--- config.mk ---
export PLATFORM = sky130hd
export DESIGN_NAME = spi_master_top
export DESIGN_NICKNAME = d
export VERILOG_FILES = /design/src/spi_pkg.sv /design/src/spi_master_top.sv /design/src/spi_read_capture.sv /design/src/spi_shift_engine.sv /design/src/spi_cmd_decode.sv
export SDC_FILE = /design/constraint.sdc
export NUM_CORES = 1
export LEC_CHECK = 0
export BUFFER_PORTS_ARGS = -buffer_cell sky130_fd_sc_hd__buf_4
export CELL_PAD_IN_SITES_DETAIL_PLACEMENT = 1
export CELL_PAD_IN_SITES_GLOBAL_PLACEMENT = 2
export CORE_MARGIN = 2
export CORE_UTILIZATION = 43
export CTS_BUF_LIST = sky130_fd_sc_hd__clkbuf_16
export CTS_CLUSTER_SIZE = 8
export DETAILED_ROUTE_END_ITERATION = 16
export PLACE_DENSITY_LB_ADDON = 0.12
export REMOVE_ABC_BUFFERS = 1
export SETUP_SLACK_MARGIN = 0.2
export SLEW_MARGIN = 40
export SYNTH_ARGS = -nofsm -noshare
export SYNTH_HDL_FRONTEND = slang
export SYNTH_SLANG_ARGS = --single-unit
--- constraint.sdc ---
create_clock -name clk -period 5.6 [get_ports clk]
set_input_delay 0.56 -clock clk [delete_from_list [all_inputs] [get_ports clk]]
set_output_delay 0.56 -clock clk [all_outputs]
set_load 0.01 [all_outputs]
--- src/spi_pkg.sv ---
package spi_pkg;

  // ----------------------------------------
  // command operation, top bit of cmd_in
  // ----------------------------------------
  typedef enum logic
  {
    op_read  = 1'b0,
    op_write = 1'b1
  } spi_op_e;

  // ----------------------------------------
  // shift engine states
  // ----------------------------------------
  typedef enum logic [2:0]
  {
    st_idle,   // cs high, waiting for start
    st_setup,  // cs low, first bit on mosi
    st_shift,  // header or full command out
    st_read,   // read bits in from miso
    st_hold    // sclk low before cs rises
  } spi_state_e;

endpackage
--- src/spi_master_top.sv ---
`timescale 1ns/1ps

module spi_master_top
  import spi_pkg::*;
#(
  parameter int CMD_WIDTH  = 12,
  parameter int READ_WIDTH = 8,
  parameter int CLK_DIV    = 2
) (
  input  logic                  clk,
  input  logic                  rst_n,
  input  logic [CMD_WIDTH-1:0]  cmd_in,
  output logic                  cmd_rdy,
  input  logic                  cmd_vld,
  output logic                  sclk,
  output logic                  cs,
  output logic                  mosi,
  input  logic                  miso,
  output logic                  read_vld,
  output logic [READ_WIDTH-1:0] read_data
);

  localparam int BIT_W = $clog2(CMD_WIDTH + 1);

  // ----------------------------------------
  // decode to engine
  // ----------------------------------------
  logic                 start;
  spi_op_e              op;
  logic [CMD_WIDTH-1:0] tx_word;
  logic [BIT_W-1:0]     tx_bits;
  logic                 frame_done;

  // engine to capture
  logic                 sample;
  logic                 sample_bit;
  logic                 frame_start;

  spi_cmd_decode #(
    .CMD_WIDTH  (CMD_WIDTH),
    .READ_WIDTH (READ_WIDTH)
  ) u_decode (
    .clk        (clk),
    .rst_n      (rst_n),
    .cmd_in     (cmd_in),
    .cmd_vld    (cmd_vld),
    .frame_done (frame_done),
    .cmd_rdy    (cmd_rdy),
    .start      (start),
    .op         (op),
    .tx_word    (tx_word),
    .tx_bits    (tx_bits)
  );

  spi_shift_engine #(
    .CMD_WIDTH  (CMD_WIDTH),
    .READ_WIDTH (READ_WIDTH),
    .CLK_DIV    (CLK_DIV)
  ) u_engine (
    .clk         (clk),
    .rst_n       (rst_n),
    .start       (start),
    .op          (op),
    .tx_word     (tx_word),
    .tx_bits     (tx_bits),
    .miso        (miso),
    .cs          (cs),
    .sclk        (sclk),
    .mosi        (mosi),
    .sample      (sample),
    .sample_bit  (sample_bit),
    .frame_start (frame_start),
    .frame_done  (frame_done)
  );

  spi_read_capture #(
    .READ_WIDTH (READ_WIDTH)
  ) u_capture (
    .clk         (clk),
    .rst_n       (rst_n),
    .frame_start (frame_start),
    .sample      (sample),
    .sample_bit  (sample_bit),
    .read_data   (read_data),
    .read_vld    (read_vld)
  );

endmodule

--- src/spi_read_capture.sv ---
`timescale 1ns/1ps

module spi_read_capture #(
  parameter int READ_WIDTH = 8
) (
  input  logic                  clk,
  input  logic                  rst_n,
  input  logic                  frame_start,
  input  logic                  sample,
  input  logic                  sample_bit,
  output logic [READ_WIDTH-1:0] read_data,
  output logic                  read_vld
);

  localparam int CNT_W = $clog2(READ_WIDTH + 1);

  logic [CNT_W-1:0]      bit_cnt;
  logic [READ_WIDTH-1:0] shift_q;
  logic [READ_WIDTH-1:0] shift_nxt;
  logic                  last_bit;

  assign shift_nxt = {shift_q[READ_WIDTH-2:0], sample_bit};  // msb first
  assign last_bit  = (bit_cnt == CNT_W'(READ_WIDTH - 1));

  always_ff @(posedge clk or negedge rst_n)
  begin
    if (!rst_n)
    begin
      bit_cnt  <= '0;
      read_vld <= 1'b0;
    end
    else
    begin
      read_vld <= 1'b0;
      if (frame_start)
        bit_cnt <= '0;
      else if (sample)
      begin
        if (last_bit)
        begin
          bit_cnt  <= '0;
          read_vld <= 1'b1;
        end
        else
          bit_cnt <= bit_cnt + 1'b1;
      end
    end
  end

  // read_data only moves when a full word is in
  always_ff @(posedge clk)
  begin
    if (sample)
    begin
      shift_q <= shift_nxt;
      if (last_bit)
        read_data <= shift_nxt;
    end
  end

endmodule

--- src/spi_shift_engine.sv ---
`timescale 1ns/1ps

module spi_shift_engine
  import spi_pkg::*;
#(
  parameter int CMD_WIDTH  = 12,
  parameter int READ_WIDTH = 8,
  parameter int CLK_DIV    = 2,
  localparam int BIT_W     = $clog2(CMD_WIDTH + 1)
) (
  input  logic                 clk,
  input  logic                 rst_n,
  input  logic                 start,
  input  spi_op_e              op,
  input  logic [CMD_WIDTH-1:0] tx_word,
  input  logic [BIT_W-1:0]     tx_bits,
  input  logic                 miso,
  output logic                 cs,
  output logic                 sclk,
  output logic                 mosi,
  output logic                 sample,
  output logic                 sample_bit,
  output logic                 frame_start,
  output logic                 frame_done
);

  localparam int DIV_W = $clog2(2 * CLK_DIV);

  spi_state_e           state;
  logic [DIV_W-1:0]     div_cnt;
  logic [BIT_W-1:0]     bit_cnt;
  logic [CMD_WIDTH-1:0] tx_shift;
  logic                 half_end;
  logic                 bit_end;
  logic                 last_tx;
  logic                 last_rx;

  assign half_end = (div_cnt == DIV_W'(CLK_DIV - 1));      // sclk rises here
  assign bit_end  = (div_cnt == DIV_W'(2 * CLK_DIV - 1));  // sclk falls here
  assign last_tx  = (bit_cnt == tx_bits - 1'b1);
  assign last_rx  = (bit_cnt == BIT_W'(READ_WIDTH - 1));

  // ----------------------------------------
  // frame FSM
  // ----------------------------------------
  always_ff @(posedge clk or negedge rst_n)
  begin
    if (!rst_n)
    begin
      state       <= st_idle;
      div_cnt     <= '0;
      bit_cnt     <= '0;
      cs          <= 1'b1;
      sclk        <= 1'b0;
      mosi        <= 1'b0;
      sample      <= 1'b0;
      frame_start <= 1'b0;
      frame_done  <= 1'b0;
    end
    else
    begin
      sample      <= 1'b0;
      frame_start <= 1'b0;
      frame_done  <= 1'b0;
      case (state)
        st_idle:
        begin
          if (start)
          begin
            state       <= st_setup;
            cs          <= 1'b0;
            mosi        <= tx_word[CMD_WIDTH-1];
            div_cnt     <= '0;
            bit_cnt     <= '0;
            frame_start <= (op == op_read);
          end
        end
        st_setup:
        begin
          if (half_end)
          begin
            state   <= st_shift;
            div_cnt <= '0;
          end
          else
            div_cnt <= div_cnt + 1'b1;
        end
        st_shift:
        begin
          if (half_end)
            sclk <= 1'b1;
          if (bit_end)
          begin
            sclk    <= 1'b0;
            div_cnt <= '0;
            if (last_tx)
            begin
              bit_cnt <= '0;
              mosi    <= 1'b0;
              state   <= (op == op_write) ? st_hold : st_read;
            end
            else
            begin
              bit_cnt <= bit_cnt + 1'b1;
              mosi    <= tx_shift[CMD_WIDTH-1];  // next bit on falling sclk
            end
          end
          else
            div_cnt <= div_cnt + 1'b1;
        end
        st_read:
        begin
          if (half_end)
          begin
            sclk   <= 1'b1;
            sample <= 1'b1;
          end
          if (bit_end)
          begin
            sclk    <= 1'b0;
            div_cnt <= '0;
            if (last_rx)
              state <= st_hold;
            else
              bit_cnt <= bit_cnt + 1'b1;
          end
          else
            div_cnt <= div_cnt + 1'b1;
        end
        st_hold:
        begin
          if (half_end)
          begin
            state      <= st_idle;
            div_cnt    <= '0;
            cs         <= 1'b1;
            frame_done <= 1'b1;
          end
          else
            div_cnt <= div_cnt + 1'b1;
        end
        default:
          state <= st_idle;
      endcase
    end
  end

  // data path, first bit already on mosi at load
  always_ff @(posedge clk)
  begin
    if (state == st_idle && start)
      tx_shift <= {tx_word[CMD_WIDTH-2:0], 1'b0};
    else if (state == st_shift && bit_end)
      tx_shift <= {tx_shift[CMD_WIDTH-2:0], 1'b0};
    if (state == st_read && half_end)
      sample_bit <= miso;  // miso stable since last falling sclk
  end

endmodule

--- src/spi_cmd_decode.sv ---
`timescale 1ns/1ps

module spi_cmd_decode
  import spi_pkg::*;
#(
  parameter int CMD_WIDTH  = 12,
  parameter int READ_WIDTH = 8,
  localparam int BIT_W     = $clog2(CMD_WIDTH + 1)
) (
  input  logic                 clk,
  input  logic                 rst_n,
  input  logic [CMD_WIDTH-1:0] cmd_in,
  input  logic                 cmd_vld,
  input  logic                 frame_done,
  output logic                 cmd_rdy,
  output logic                 start,
  output spi_op_e              op,
  output logic [CMD_WIDTH-1:0] tx_word,
  output logic [BIT_W-1:0]     tx_bits
);

  logic    accept;
  logic    pending;  // command latched, start goes out next
  spi_op_e cmd_op;

  assign accept = cmd_vld && cmd_rdy;
  assign cmd_op = spi_op_e'(cmd_in[CMD_WIDTH-1]);

  // ----------------------------------------
  // handshake and start pulse
  // ----------------------------------------
  always_ff @(posedge clk or negedge rst_n)
  begin
    if (!rst_n)
    begin
      cmd_rdy <= 1'b1;
      pending <= 1'b0;
      start   <= 1'b0;
    end
    else
    begin
      pending <= accept;
      start   <= pending;
      if (accept)
        cmd_rdy <= 1'b0;
      else if (frame_done)
        cmd_rdy <= 1'b1;  // free again once cs is back up
    end
  end

  // frame description, held for the whole frame
  always_ff @(posedge clk)
  begin
    if (accept)
    begin
      tx_word <= cmd_in;
      op      <= cmd_op;
      if (cmd_op == op_write)
        tx_bits <= BIT_W'(CMD_WIDTH);
      else
        tx_bits <= BIT_W'(CMD_WIDTH - READ_WIDTH);  // header only
    end
  end

endmodule

Word-level counts from Yosys, hierarchy flattened
Cells that the tools add are included.
- bitwise logic cells: 1
- muxes and demuxes: 43
- reduce and logical (&&, ||, !) cells: 22
- add/subtract/negate cells: 4
- eq/ne operators: 17
- operator list (operator ; number):
    $mux 4 ; 9
    $mux 12 ; 2
    $mux 3 ; 8
    $mux 1 ; 16
    $pmux 3 s5 ; 1
    $ne 2x1->1 const B ; 6
    $pmux 4 s3 ; 1
    $reduce_bool 2->1 ; 6
    $add 4x1->4 const B ; 2
    $eq 4x3->1 const B ; 2
    $reduce_and 7->1 ; 1
    $eq 3x2->1 const B ; 2
    $mux 2 ; 3
    $pmux 2 s3 ; 1
    $reduce_and 2->1 ; 3
    $reduce_and 3->1 ; 2
    $reduce_bool 3->1 ; 2
    $reduce_and 5->1 ; 1
    $eq 4x4->1 ; 1
    $logic_and 1x1->1 ; 4
    $ne 2x2->1 const B ; 2
    $pmux 1 s2 ; 2
    $reduce_or 2->1 ; 2
    $sub 4x1->4 const B ; 1
    other kinds (7) ; 7
- bits in registers: 67
- word-level logic and storage cells: 108

Longest topological paths before layout
- depth after elaboration: 5
- mapped depth: 6

By module
A second synthesis with hierarchy kept.
- cell total of the unflattened synthesis: 185
- area total of the unflattened synthesis: 2670.1 um^2
- modules (own cells, without submodules) (module ; area each (um^2) ; cells an instance ; instances ; sequential area each (um^2)):
    spi_shift_engine ; 1453.9 ; 124 ; 1 ; 737.0
    spi_read_capture ; 713.2 ; 36 ; 1 ; 575.6
    spi_cmd_decode ; 503.0 ; 25 ; 1 ; 436.7

Worst setup path after synthesis
No wires, ideal clock.
- kind: register -> register
- from: register u_engine.div_cnt[0]
- to: register u_engine.tx_shift[10], enable pin
- clock period less this slack: 2114 ps
- setup time: 399 ps
- arrival time: 1715 ps
- cell stages (with the launch flop): 4
- path buffers: 0
- setup slack: 3486 ps
- path through: dfrtp_1 ha_1 nand2_1 a211oi_1
- cells in the longest elaborated chain, start to end: 3
- ends and longest elaborated chain (what ; line ; source):
    start, declared ; spi_shift_engine.sv:30 ; logic [DIV_W-1:0] div_cnt;
    start signal, assigned ; spi_shift_engine.sv:86 ; div_cnt <= div_cnt + 1'b1;
    start signal, assigned ; spi_shift_engine.sv:109 ; div_cnt <= div_cnt + 1'b1;
    start signal, assigned ; spi_shift_engine.sv:128 ; div_cnt <= div_cnt + 1'b1;
    $eq 2x2->1 ; spi_shift_engine.sv:39 ; assign bit_end = (div_cnt == DIV_W'(2 * CLK_DIV - 1));
    $logic_and 1x1->1 ; spi_shift_engine.sv:153 ; else if (state == st_shift && bit_end)
    $reduce_bool 2->1 (no line) ; n/a ;
    end signal, assigned ; spi_shift_engine.sv:152 ; tx_shift <= {tx_word[CMD_WIDTH-2:0], 1'b0};
    end signal, assigned ; spi_shift_engine.sv:154 ; tx_shift <= {tx_shift[CMD_WIDTH-2:0], 1'b0};
    end, declared ; spi_shift_engine.sv:32 ; logic [CMD_WIDTH-1:0] tx_shift;
No other way between the ends.
A chain may end at the register's enable or synchronous reset.

Worst setup path in the final report
- from: register u_engine.state[0]
- to: register u_engine.tx_shift[3] (data pin)
- cells in the longest elaborated chain, start to end: 3
- ends and longest elaborated chain (what ; line ; source):
    start, declared ; spi_shift_engine.sv:29 ; spi_state_e state;
    start signal, assigned ; spi_shift_engine.sv:50 ; state <= st_idle;
    start signal, assigned ; spi_shift_engine.sv:70 ; state <= st_setup;
    start signal, assigned ; spi_shift_engine.sv:82 ; state <= st_shift;
    $logic_not 3->1 ; spi_shift_engine.sv:151 ; if (state == st_idle && start)
    $logic_and 1x1->1 ; spi_shift_engine.sv:151 ;
    $mux 12 ; spi_shift_engine.sv:151 ;
No other way between the ends.

==> results_dict.tcl <==
set metrics [dict create \
    finClkSkew_ps 6.581 \
    clk_latency_ps 320 \
    cts_tree "yes" \
    clockBufferDepth 2 \
    drtIter0Drc 78 \
    tightest_slew_ps 738.9 \
    start_util_pct 45.01 \
    layout_common_cells "39 x edfxtp_1, 29 x buf_4, 21 x dfrtp_1" \
    layout_commonest_cell "edfxtp_1" \
    grt_setup_unrepaired "false" \
    insertedDiodeCount 0 \
    crit_path_end_kind "flip-flop" \
    yosys.area_share.simple_pct 10.92 \
    wl_met3_um 155 \
    r2r-end "u_engine.tx_shift[3]$_DFFE_PP_" \
    whs_ps 133.2 \
    nNetsFinal 232 \
    final_cells 288 \
    root_buffer "clkbuf_16" \
    placed_cells 272 \
    top_layer "met4" \
    track_usage_pct 18.51 \
    die_x_um 80.38 \
    synth_fa_ha_area_share_pct 2.494 \
    max_freq_ghz 0.5066 \
    drt_first_pass_iters 4 \
    synth_edf_count 39 \
    p_leak_nw 1.225 \
    clkTransAtPathRegs_ps 50 \
    peakVddDrop_v 0.0002327 \
    ctsResizeCount 0 \
    setup_viol 0 \
    pin_count 29 \
    place_congestion 0.7613 \
    numPortBuffers 28 \
    hold_class "in2async" \
    cts.sinks 62 \
    setup_tns_ps 0 \
    grt_pass1_vias 1701 \
    dp_hpwl_mm 3.494 \
    powerDensity_nw_per_um2 473.4 \
    dr_total_vias 1531 \
    synth_flop_cell "edfxtp_1" \
    r2r_cells 3 \
    synth_xor_area_share_pct 1.047 \
    die_y_um 80.38 \
    crit_path_max_fanout 16 \
    drt-total-wl_mm 5.215 \
    h-tree-depth 3 \
    cp.required_ps 5670 \
    syn_area_um2 2509 \
    status "finished, final reports clean" \
    critical_path_class "reg2reg" \
    max-cap-violations 0 \
    cts_buffers 9 \
    avgSynthCellArea_um2 14.34 \
    muxShareOfSynthArea_pct 6.085 \
    postCtsSetupRepairBufs 0 \
    grt_max_degree 24 \
    synthToLayoutAreaGrowth_pct 23.64 \
    synth_top_family_by_area "simple AND/OR/NAND/NOR gates" \
    rows 27 \
    ys_warn_count 0 \
    fp.dieArea_um2 6461 \
    reg2reg_slack_ps 3630 \
    hold_buffers 0 \
    wl_per_cell_um 18.11 \
    ant_nets 0 \
    ys_async_sr_fraction_pct 37.10 \
    antenna_found_initial 0 \
    drv_slew 0 \
    synth_compound_area_share_pct 7.631 \
    r2r_start "u_engine.state[0]$_DFFE_PN0P_" \
    worstPathArrival_ps 2040 \
    syn_inst 175 \
    crit_path_start_kind "flip-flop" \
    viasPerCell 5.316 \
    met1_length_mm 2.285 \
    finalHoldViolCount 0 \
    wl_met2_mm 2.673 \
    drc 0 \
    seq_area_frac_synth_pct 69.73 \
    fin_crit_ps 1974 \
    ys_seq_elements 62 \
    drive_above_1_share_pct 27.78 \
    grt_pass1_wl_mm 8.535 \
    gr-total-overflow 0 \
    design.core.area_um2 5574 \
    fin_crit_sh_pct 35.25 \
    synth_cell_types 41 \
    slew_headroom_pct 50.52 \
]
[cells in the mapped netlist (all sizes together), types with 2 or more instances]
| cell | number | area share (%) |
|---|---|---|
| a21oi | 8 | 1.6 |
| a221oi | 2 | 0.70 |
| and2 | 3 | 0.75 |
| and3 | 2 | 0.50 |
| buf | 4 | 0.75 |
| dfrtp | 21 | 21 |
| dfstp | 2 | 2.1 |
| edfxtp | 39 | 47 |
| ha | 5 | 2.5 |
| inv | 8 | 1.2 |
| mux2 | 10 | 4.5 |
| mux2i | 4 | 1.6 |
| nand2 | 11 | 1.6 |
| nand2b | 5 | 1.2 |
| nand4b | 2 | 0.70 |
| nor2 | 11 | 1.6 |
| nor2b | 5 | 1.2 |
| nor3b | 2 | 0.60 |
| o21ai | 10 | 2.0 |
| xor2 | 2 | 0.70 |
[routing by layer]
layer	global-route usage [%]	vias to the layer above
met5	0	-
li1	-	716
met1	22.12	767
met2	31.33	37
met4	9.661	0
met3	3.933	11
[cell type report]
cell class              instances  area [µm²]
repair buffers                 30       229.0
flip-flops and latches         62        1749
fillers                       573        2472
clock inverters                 7       66.31
well taps                      72       90.09
clock buffers                   9       225.2
multi-input cells             100       711.9
inverters                       8       30.03
[worst max path at each step]
stage,startpoint,endpoint,cells after the start
CTS,u_engine.state[0]$_DFFE_PN0P_,u_engine.tx_shift[3]$_DFFE_PP_,3
global placement,u_engine.state[0]$_DFFE_PN0P_,u_engine.bit_cnt[3]$_DFFE_PN0P_,4
floorplan,u_engine.div_cnt[0]$_DFFE_PN0P_,u_engine.tx_shift[10]$_DFFE_PP_,3
global route,u_engine.state[0]$_DFFE_PN0P_,u_engine.bit_cnt[3]$_DFFE_PN0P_,4
detailed placement,u_engine.state[1]$_DFFE_PN0P_,u_engine.bit_cnt[3]$_DFFE_PN0P_,4
finish,u_engine.state[0]$_DFFE_PN0P_,u_engine.tx_shift[3]$_DFFE_PP_,3
[worst max-delay path: stages (launching register included)]
cell and delay [ps]:
dfrtp_1 550, nor4b_4 600, buf_6 220, mux2_2 350
[logic make-up (layout without fill, tap and decap cells)]
group,count (synthesis),after routing
AO/OA/AOI/OAI,30,30
multiplexers,14,14
adder cells (fa/ha/maj),5,5
AND/OR/NAND/NOR,48,48
flip-flops,62,62
XOR/XNOR,3,3
buffers and inverters,13,54
[sequential cells by signal, summed over array words and instances, names as in the netlist, 2 cells and up]
signal               flops
u_capture.bit_cnt        4
u_capture.read_data      8
u_capture.shift_q        7
u_decode.tx_word        11
u_engine.bit_cnt         4
u_engine.div_cnt         2
u_engine.state           3
u_engine.tx_shift       11
[power breakdown]
group          internal, W  switching (W)  leakage [nW]
Combinational     0.000121       0.000148         0.431
Clock             0.000341       0.000192         0.150
Sequential        0.000585      0.0000799         0.643
Total              0.00105       0.000421          1.23
[through the flow]
step / worst slack (ps) / util (%) / power (W) / instance area (µm²)
2_1_floorplan: 3481 / - / 0.0008295 / 2486
3_3_place_gp: 3344 / 50.12 / 0.0009063 / 2794
3_5_place_dp: 3629 / 50.42 / 0.0009436 / 2810
4_1_cts: 3603 / 55.65 / 0.001488 / 3102
5_1_grt: 3498 / 55.65 / 0.001550 / 3102
6_report: 3626 / 55.65 / 0.001468 / 3102
No activity file was read; power rests on OpenSTA's default activity.
